### config.mk
export PLATFORM = sky130hd
export DESIGN_NAME = ex_stage
export DESIGN_NICKNAME = d
export VERILOG_FILES = /design/src/verilog/isa_pkg.sv /design/src/verilog/pipe_pkg.sv /design/src/verilog/ex_stage.sv /design/src/verilog/cdb_mux.sv /design/src/verilog/mult_unit.sv /design/src/verilog/alu_unit.sv /design/src/verilog/ex_control.sv
export SDC_FILE = /design/constraint.sdc
export NUM_CORES = 2
export LEC_CHECK = 0
export ABC_CLOCK_PERIOD_IN_PS = 8050
export BUFFER_PORTS_ARGS = -buffer_cell sky130_fd_sc_hd__buf_2
export CORE_ASPECT_RATIO = 1.75
export CORE_MARGIN = 2
export CORE_UTILIZATION = 40
export DETAILED_ROUTE_END_ITERATION = 7
export PLACE_DENSITY_LB_ADDON = 0.3
export SLEW_MARGIN = 25
export SYNTH_ARGS = -nofsm -noshare
export SYNTH_HDL_FRONTEND = slang
export SYNTH_SLANG_ARGS = --single-unit
### constraint.sdc
create_clock -name clk -period 8.05 [get_ports clk]
set_input_delay 0.4025 -clock clk [delete_from_list [all_inputs] [get_ports clk]]
set_output_delay 0.4025 -clock clk [all_outputs]
set_load 0.005 [all_outputs]
### src/verilog/isa_pkg.sv
package isa_pkg;

	// Operand and result width
	localparam int data_width = 32;

	typedef logic [data_width-1:0] data_t;

	// Operation codes seen by the execute stage
	typedef enum logic [2:0] {
		op_add,
		op_sub,
		op_and,
		op_or,
		op_xor,
		op_cmpeq,
		op_mul
	} alu_op_t;

	// Functional unit class of an instruction
	typedef enum logic {
		class_alu,
		class_mult
	} inst_class_t;

endpackage
### src/verilog/pipe_pkg.sv
package pipe_pkg;

	// Physical register index width
	localparam int tag_width = 6;

	// Multiplier pipeline depth
	localparam int mult_stages = 3;

	typedef logic [tag_width-1:0] tag_t;

	// Issued instruction, valid for one cycle
	typedef struct packed {
		logic             valid;
		isa_pkg::alu_op_t op;
		isa_pkg::data_t   a;
		isa_pkg::data_t   b;
		tag_t             tag;
	} issue_t;

	// Finished result held by a unit
	typedef struct packed {
		logic           ready;
		isa_pkg::data_t value;
		tag_t           tag;
		logic           br_taken;
	} unit_result_t;

	// Common data bus broadcast
	typedef struct packed {
		logic           valid;
		isa_pkg::data_t value;
		tag_t           tag;
		logic           br_taken;
	} cdb_t;

	typedef enum logic [1:0] {
		grant_none,
		grant_alu,
		grant_mult
	} grant_t;

endpackage

### src/verilog/ex_stage.sv
`timescale 1ns/1ps

module ex_stage (
	input  logic             clk,
	input  logic             reset,
	input  pipe_pkg::issue_t issue,
	output pipe_pkg::cdb_t   cdb,
	output logic             alu_free,
	output logic             mult_free
);

	pipe_pkg::issue_t       alu_issue;
	pipe_pkg::issue_t       mult_issue;
	pipe_pkg::unit_result_t alu_res;
	pipe_pkg::unit_result_t mult_res;
	pipe_pkg::grant_t       grant;

	// Routing and completion arbitration
	ex_control i_ex_control (
		.clk        (clk),
		.reset      (reset),
		.issue      (issue),
		.alu_res    (alu_res),
		.mult_res   (mult_res),
		.alu_issue  (alu_issue),
		.mult_issue (mult_issue),
		.grant      (grant),
		.alu_free   (alu_free),
		.mult_free  (mult_free)
	);

	// Functional units
	alu_unit i_alu_unit (
		.clk       (clk),
		.reset     (reset),
		.alu_issue (alu_issue),
		.grant     (grant),
		.alu_res   (alu_res)
	);

	mult_unit i_mult_unit (
		.clk        (clk),
		.reset      (reset),
		.mult_issue (mult_issue),
		.grant      (grant),
		.mult_res   (mult_res)
	);

	// Result broadcast
	cdb_mux i_cdb_mux (
		.alu_res  (alu_res),
		.mult_res (mult_res),
		.grant    (grant),
		.cdb      (cdb)
	);

endmodule

### src/verilog/cdb_mux.sv
`timescale 1ns/1ps

module cdb_mux (
	input  pipe_pkg::unit_result_t alu_res,
	input  pipe_pkg::unit_result_t mult_res,
	input  pipe_pkg::grant_t       grant,
	output pipe_pkg::cdb_t         cdb
);

	// Granted unit onto the bus or all zero when idle
	always_comb begin
		case (grant)
			pipe_pkg::grant_alu: begin
				cdb.valid    = 1'b1;
				cdb.value    = alu_res.value;
				cdb.tag      = alu_res.tag;
				cdb.br_taken = alu_res.br_taken;
			end
			pipe_pkg::grant_mult: begin
				cdb.valid    = 1'b1;
				cdb.value    = mult_res.value;
				cdb.tag      = mult_res.tag;
				cdb.br_taken = mult_res.br_taken;
			end
			default: cdb = '0;
		endcase
	end

endmodule

### src/verilog/mult_unit.sv
`timescale 1ns/1ps

module mult_unit (
	input  logic                   clk,
	input  logic                   reset,
	input  pipe_pkg::issue_t       mult_issue,
	input  pipe_pkg::grant_t       grant,
	output pipe_pkg::unit_result_t mult_res
);

	logic [pipe_pkg::mult_stages-1:0] vld_q;
	pipe_pkg::tag_t                   tag_q  [pipe_pkg::mult_stages];
	isa_pkg::data_t                   prod_q [pipe_pkg::mult_stages];
	isa_pkg::data_t                   a_q    [pipe_pkg::mult_stages-1];
	isa_pkg::data_t                   b_q    [pipe_pkg::mult_stages-1];
	logic                             advance;

	// One slice of the multiplier operand per stage with the low bits kept
	function automatic isa_pkg::data_t mult_step(
		input isa_pkg::data_t acc,
		input isa_pkg::data_t a,
		input isa_pkg::data_t b,
		input int             k
	);
		int             cw;
		isa_pkg::data_t chunk;
		cw    = (isa_pkg::data_width + pipe_pkg::mult_stages - 1) / pipe_pkg::mult_stages;
		chunk = (b >> (k * cw)) & ((isa_pkg::data_t'(1) << cw) - 1'b1);
		return acc + ((a * chunk) << (k * cw));
	endfunction

	//////////////////////////////////////////////////////////////////////
	// Pipeline
	//////////////////////////////////////////////////////////////////////

	// Freeze everything while a finished product waits for the bus
	assign advance = !vld_q[pipe_pkg::mult_stages-1] || (grant == pipe_pkg::grant_mult);

	always_ff @(posedge clk) begin
		if (reset) begin
			vld_q <= '0;
		end else if (advance) begin
			vld_q <= {vld_q[pipe_pkg::mult_stages-2:0], mult_issue.valid};
		end
	end

	always_ff @(posedge clk) begin
		if (advance) begin
			tag_q[0]  <= mult_issue.tag;
			prod_q[0] <= mult_step('0, mult_issue.a, mult_issue.b, 0);
			a_q[0]    <= mult_issue.a;
			b_q[0]    <= mult_issue.b;
			for (int k = 1; k < pipe_pkg::mult_stages; k++) begin
				tag_q[k]  <= tag_q[k-1];
				prod_q[k] <= mult_step(prod_q[k-1], a_q[k-1], b_q[k-1], k);
			end
			// Operands are needed up to the next to last stage
			for (int k = 1; k < pipe_pkg::mult_stages - 1; k++) begin
				a_q[k] <= a_q[k-1];
				b_q[k] <= b_q[k-1];
			end
		end
	end

	assign mult_res = '{
		ready:    vld_q[pipe_pkg::mult_stages-1],
		value:    prod_q[pipe_pkg::mult_stages-1],
		tag:      tag_q[pipe_pkg::mult_stages-1],
		br_taken: 1'b0
	};

endmodule

### src/verilog/alu_unit.sv
`timescale 1ns/1ps

module alu_unit (
	input  logic                   clk,
	input  logic                   reset,
	input  pipe_pkg::issue_t       alu_issue,
	input  pipe_pkg::grant_t       grant,
	output pipe_pkg::unit_result_t alu_res
);

	isa_pkg::data_t value_d;
	logic           br_d;
	logic           ready_q;
	isa_pkg::data_t value_q;
	pipe_pkg::tag_t tag_q;
	logic           br_q;

	// Integer operations and branch condition
	always_comb begin
		br_d = 1'b0;
		case (alu_issue.op)
			isa_pkg::op_add: value_d = alu_issue.a + alu_issue.b;
			isa_pkg::op_sub: value_d = alu_issue.a - alu_issue.b;
			isa_pkg::op_and: value_d = alu_issue.a & alu_issue.b;
			isa_pkg::op_or:  value_d = alu_issue.a | alu_issue.b;
			isa_pkg::op_xor: value_d = alu_issue.a ^ alu_issue.b;
			isa_pkg::op_cmpeq: begin
				br_d    = (alu_issue.a == alu_issue.b);
				value_d = {{(isa_pkg::data_width-1){1'b0}}, br_d};
			end
			default: value_d = '0;
		endcase
	end

	// Held until the bus takes it
	always_ff @(posedge clk) begin
		if (reset) begin
			ready_q <= 1'b0;
		end else if (alu_issue.valid) begin
			ready_q <= 1'b1;
		end else if (grant == pipe_pkg::grant_alu) begin
			ready_q <= 1'b0;
		end
	end

	always_ff @(posedge clk) begin
		if (alu_issue.valid) begin
			value_q <= value_d;
			tag_q   <= alu_issue.tag;
			br_q    <= br_d;
		end
	end

	assign alu_res = '{ready: ready_q, value: value_q, tag: tag_q, br_taken: br_q};

endmodule

### src/verilog/ex_control.sv
`timescale 1ns/1ps

module ex_control (
	input  logic                   clk,
	input  logic                   reset,
	input  pipe_pkg::issue_t       issue,
	input  pipe_pkg::unit_result_t alu_res,
	input  pipe_pkg::unit_result_t mult_res,
	output pipe_pkg::issue_t       alu_issue,
	output pipe_pkg::issue_t       mult_issue,
	output pipe_pkg::grant_t       grant,
	output logic                   alu_free,
	output logic                   mult_free
);

	isa_pkg::inst_class_t inst_class;
	logic                 alu_seen_q;
	logic                 alu_open;

	//////////////////////////////////////////////////////////////////////
	// Issue routing
	//////////////////////////////////////////////////////////////////////

	// Only multiplies go to the multiplier
	always_comb begin
		if (issue.op == isa_pkg::op_mul) begin
			inst_class = isa_pkg::class_mult;
		end else begin
			inst_class = isa_pkg::class_alu;
		end
	end

	// Last cycle's ALU strobe is still in the result register unless it leaves now
	assign alu_open = !alu_seen_q || (grant == pipe_pkg::grant_alu);

	always_comb begin
		alu_issue        = issue;
		mult_issue       = issue;
		alu_issue.valid  = issue.valid && (inst_class == isa_pkg::class_alu) &&
			alu_free && alu_open;
		mult_issue.valid = issue.valid && (inst_class == isa_pkg::class_mult) && mult_free;
	end

	always_ff @(posedge clk) begin
		if (reset) begin
			alu_seen_q <= 1'b0;
		end else begin
			alu_seen_q <= alu_issue.valid;
		end
	end

	//////////////////////////////////////////////////////////////////////
	// Completion arbitration
	//////////////////////////////////////////////////////////////////////

	// Longer unit first
	always_comb begin
		if (mult_res.ready) begin
			grant = pipe_pkg::grant_mult;
		end else if (alu_res.ready) begin
			grant = pipe_pkg::grant_alu;
		end else begin
			grant = pipe_pkg::grant_none;
		end
	end

	// Empty, or its held result goes out this cycle
	assign alu_free  = !alu_res.ready || (grant == pipe_pkg::grant_alu);
	assign mult_free = !mult_res.ready || (grant == pipe_pkg::grant_mult);

endmodule

Yosys cells after proc, flatten, opt, wreduce, memory -nomap -nowiden
Memory sizes are Yosys's and may differ from the RTL's. Index checks and enable logic that the tools add are counted. W data, S select, Z words.

Input bits: 76. Flip-flop bits (word level): 44. Word-level logic and storage cells: 52. Memories kept: 4. Output and inout port bits: 42. RAM bits: 242.

Memory list: i_mult_unit.prod_q (depth 3, width 32, rd ports 3, clocked after memory_dff 0, wr ports 3, RTL line mult_unit.sv:13) `isa_pkg::data_t prod_q [pipe_pkg::mult_stages];`; i_mult_unit.a_q (depth 2, width 32, rd ports 2, clocked after memory_dff 0, wr ports 2, RTL line mult_unit.sv:14) `isa_pkg::data_t a_q [pipe_pkg::mult_stages-1];`; i_mult_unit.b_q (depth 2, width 32, rd ports 2, clocked after memory_dff 0, wr ports 2, RTL line mult_unit.sv:15) `isa_pkg::data_t b_q [pipe_pkg::mult_stages-1];`; i_mult_unit.tag_q (depth 3, width 6, rd ports 3, clocked after memory_dff 0, wr ports 3, RTL line mult_unit.sv:12) `pipe_pkg::tag_t tag_q [pipe_pkg::mult_stages];`.

$mul: 3. Multiplexer cells: 9. Bitwise operators: 4. Reductions and logical operators: 13. Add/subtract/negate cells: 4. Eq/ne operators: 9.

Operators by type and width (count): $pmux W32 S6 (1); $add A32 B32 Y32 (3); $pmux W40 S2 (1); $and A32 B32 Y32 (1); $eq A32 B32 Y1 (1); $mul A32 B10 Y10 (1); $mul A32 B11 Y21 (1); $mul A32 B11 Y32 (1); $or A32 B32 Y32 (1); $sub A32 B32 Y32 (1); $xor A32 B32 Y32 (1); $eq A3 B3 Y1 const B (3); $eq A3 B2 Y1 const B (2); $mux W1 (6); $logic_and A1 B1 Y1 (5); $eq A3 B1 Y1 const B (1); $logic_not A1 Y1 (3); $logic_not A3 Y1 (1); $logic_or A1 B1 Y1 (3); $eq A2 B1 Y1 const B (1); $eq A2 B2 Y1 const B (1); $mux W2 (1); $reduce_bool A2 Y1 (1); $not A1 Y1 (1).

Depth between registers and ports, before layout
Depth in word-level cells: 7. Gate-level depth with buffers: 31. Gate-level depth less buffers: 29.

Cells and area by module
A second synthesis with hierarchy kept.

Cells, all modules: 3204. Area total of the unflattened synthesis: 29769.8 sq um.

By module, submodules not included: mult_unit (sequential area each 5345.1 sq um, cells each 2067, times used 1, area an instance 21433.1 sq um); alu_unit (sequential area each 1191.1 sq um, cells each 884, times used 1, area an instance 6537.5 sq um); ex_control (sequential area each 20.0 sq um, cells each 158, times used 1, area an instance 1193.6 sq um); cdb_mux (sequential area each 0.0 sq um, cells each 95, times used 1, area an instance 605.6 sq um).

Least setup slack after synthesis
OpenSTA, ideal clock, no wires.

Path kind: register to register. Start: memory i_mult_unit.b_q[0][13] (netlist bit). End: memory i_mult_unit.prod_q[0][63] (netlist bit) (data pin). Data required time: 7.790 ns. Arrival time: 6.010 ns. Stages on the path, launching flop included: 24. Setup slack: 1.780 ns. Path buffers: 2. Setup time: 0.260 ns. Cells stage by stage: edfxtp_1 -> clkbuf_1 -> clkbuf_1 -> nand2_1 -> fa_1 -> fa_1 -> fa_1 -> inv_1 -> fa_1 -> inv_1 -> fa_1 -> inv_1 -> ha_1 -> o41ai_1 -> or2_2 -> nand2_1 -> xor2_1 -> ha_1 -> inv_1 -> o211ai_1 -> o211a_1 -> o41ai_1 -> o21ai_0 -> xnor2_1.

RTL lines (RTL line): start, declared (mult_unit.sv:15); end, declared (mult_unit.sv:13).

==> results by group <==
Floorplanning
  – Area of the die: 70600 µm²
  – Die H: 350.0 µm
  – Ports: around 120
  – Core Box Area: 67630 µm²
  – Chip width: 201.7 µm
  – Placement row count: 126
  – Initial core utilization: 40.46%

Setup path
  – Startpoint Class: flop
  – Most common cell type on the critical path: inv_1
  – R2r setup slk: 1.23 ns
  – Crit Reg-Reg Startpoint: i_mult_unit.b_q[0][13]$_DFFE_PP_
  – Crit path DAT: 7.11 ns
  – Crit path required time: 8.34 ns
  – CP max FO: 19
  – Setup CP Type: flop to flop
  – CP max stage delay: 0.85 ns
  – Reg2Reg Depth: 27
  – Crit. End Element: flop
  – Reg2reg end: i_mult_unit.prod_q[0][63]$_DFFE_PP_
  – Slowest cell on crit path: edfxtp_1

Timing
  – Fin crit share: 84.76%
  – RSZ-0062 raised after global routing: no
  – Slew headroom: 30.25%
  – Final min period: ~7 ns
  – Fmax: 0.1466 GHz
  – Fin. Hold Viols: 0
  – Worst-case clock skew: approximately 0.017 ns
  – Worst Tran Pin Value: 1.041 ns
  – Fin Setup TNS: 0 ns
  – Slew Viols, Final: 0
  – Final setup fails: 0
  – Final setup margin: 1.227 ns

Route
  – Number of detailed-route iterations in the first pass: 6
  – Wire length per cell: 20.98 µm
  – Via count: between 20000 and 25000
  – ANT nets after route: 0
  – Via-to-Cell Ratio: about 5.3
  – Initial DRC count: 1177
  – DRC viols: 0
  – Routed WL: 83650 µm

Worst hold path
  – Hold wc startpoint: issue[4]
  – Hold crit path type: input port to flop
  – WHS Path Cells: 1
  – Hold Crit Endpoint: i_alu_unit.tag_q[4]$_DFFE_PP_

CTS
  – Root buf cell: clkbuf_16
  – Clock slew at reported path FFs: 0.06 ns
  – # H-tree levels: 1
  – TritonCTS clock tree: yes
  – CTS sink cnt: between 200 and 250
  – Post-cts resize count: 0
  – Maximum buffer depth of the clock tree: 3
  – Worst skew pair latency: 0.56 ns
  – Total CTS buffers: 23
  – Hold_buf cts: 0
  – Post-CTS Setup Bufs: 0

Run
  – Number of max-cap violations: 0

Finish
  – Synth-to-Final Area Change: 10.01%
  – Nets@finish: roughly 3700
  – Most frequent cells in the layout: inv_1, nand2_1, fa_1
  – Share of cells above drive strength 1: 6.798%
  – Most common cell after layout, fill and taps aside: inv_1

Logic synthesis
  – Distinct cell type count after synthesis: 89
  – Post-synthesis sequential area ratio: 23.96%
  – Synth Cell Area: about 27000 µm²
  – Synth warnings: 0
  – Synth Flop Type: edfxtp_1
  – Post-Synthesis Cells: 2866
  – Synth Area per Inst: 9.547 µm²
  – Ys async rst share: 0%
  – Synth top area share: 26.70%
  – Synth area leaders: fa_1, edfxtp_1, ha_1
  – Seq cells post-synth: 220
  – EDFF count, synth: 215
  – Largest area contributor in the netlist: fa_1

Placement
  – Port Buf Inserts: about 120
  – Final GP Congestion: around 0.95
  – Placement Setup Slack: 1.140 ns
  – Post-DP HPWL: 68020 µm

Global routing
  – GRT overflow: 0
  – Largest net degree at the start of global routing: 73
  – Initial antenna violation count: 4
  – Vias in the first global route: about 22000
  – First-pass GRT wire length: 127600 µm
  – All-layer global routing usage: 24.07%

Status
  – Status: completed
-- layout make-up --
cell class              instances  area [µm²]
diodes                          1       2.502
well taps                     896        1121
multi-input cells            2253       19320
repair buffers                132       700.7
clock buffers                  28       594.3
fillers                      6617       37530
flip-flops and latches        220        6558
clock inverters                14       145.1
inverters                     442        1660
-- how the worst max path moves through the flow --
| stage | from | to | depth (start not counted) |
|---|---|---|---|
| after detailed placement | issue[12] | i_mult_unit.prod_q[0][30]$_DFFE_PP_ | 21 |
| after global placement | issue[12] | i_mult_unit.prod_q[0][30]$_DFFE_PP_ | 21 |
| after CTS | i_mult_unit.b_q[0][13]$_DFFE_PP_ | i_mult_unit.prod_q[0][63]$_DFFE_PP_ | 21 |
| after global routing | i_mult_unit.b_q[0][13]$_DFFE_PP_ | i_mult_unit.prod_q[0][60]$_DFFE_PP_ | 29 |
| final | i_mult_unit.b_q[0][13]$_DFFE_PP_ | i_mult_unit.prod_q[0][63]$_DFFE_PP_ | 27 |
| after floorplan | i_mult_unit.b_q[0][13]$_DFFE_PP_ | i_mult_unit.prod_q[0][63]$_DFFE_PP_ | 23 |
-- sequential cells by signal, indices dropped and copies added (netlist names) --
register	flops
i_mult_unit.prod_q	96
i_mult_unit.a_q	31
i_mult_unit.tag_q	18
i_alu_unit.tag_q	6
i_alu_unit.value_q	32
i_mult_unit.vld_q	3
i_ex_control.alu_seen_q	1
i_alu_unit.br_q	1
i_mult_unit.b_q	31
i_alu_unit.ready_q	1
-- critical path, delay by kind of cell, from the launching register on --
kind	cells	cell delay (ns)
adders and majority gates	7	2.47
AOI/OAI and AO/OA	11	2.39
DFF	1	0.85
xor gates and xnor gates	2	0.31
and+or+nand+nor	2	0.27
buffers and inverters	5	0.24
-- per-stage QoR --
step	cell area (µm²)	util, %	std cells	hold WS, ns
floorplan	28020	-	3042	0.4003
finish	30100	44.51	3986	0.03183
detailed placement	29360	43.41	3943	0.4045
global placement	29360	43.41	3943	0.4006
CTS	30100	44.50	3985	0.003906
global route	30100	44.51	3986	0.01894
-- Yosys cell counts, types with 10 or more instances --
cell type and instances:
nor3_1 29, nor4_1 13, o211ai_1 16, buf_1 12
or3_1 12, edfxtp_1 215, o21bai_1 19, a22o_1 38
xnor2_1 114, o22ai_1 18, inv_1 437, nor2_1 217
and2_1 101, a31oi_1 10, a21oi_1 113, nor2b_1 15
nand2_1 406, o21ai_0 84, clkbuf_1 105, ha_1 236
xor2_1 27, nand3_1 25, o21a_1 13, nand4_1 10
a21o_1 30, fa_1 365, a211oi_1 21, nand2b_1 10
-- kinds of logic (layout without fill, tap and decap cells) --
| family | Yosys count | count (layout) | share of synthesized area [%] |
|---|---|---|---|
| flip-flops | 220 | 220 | 23.96 |
| AND/OR/NAND/NOR | 866 | 866 | 13.98 |
| other | 1 | 178 | 0.01370 |
| adder cells (fa/ha/maj) | 601 | 601 | 37.50 |
| XOR/XNOR | 141 | 141 | 4.513 |
| buffers and inverters | 569 | 616 | 7.892 |
| multiplexers | 11 | 11 | 0.4161 |
| AO/OA/AOI/OAI | 457 | 457 | 11.73 |
-- routing by layer --
layer | share of wire (%) | global-route usage (%) | vias to the layer above
li1 | - | - | 9587
met1 | 35 | 25.14 | 10470
met2 | 52 | 45.01 | 671
met3 | 4.7 | 2.412 | 275
met4 | 8.4 | 16.88 | 2
met5 | 0.013 | 0 | -
Power is not shown: default switching activity piles up to over one toggle a cycle in this logic, so the estimate is an artifact.
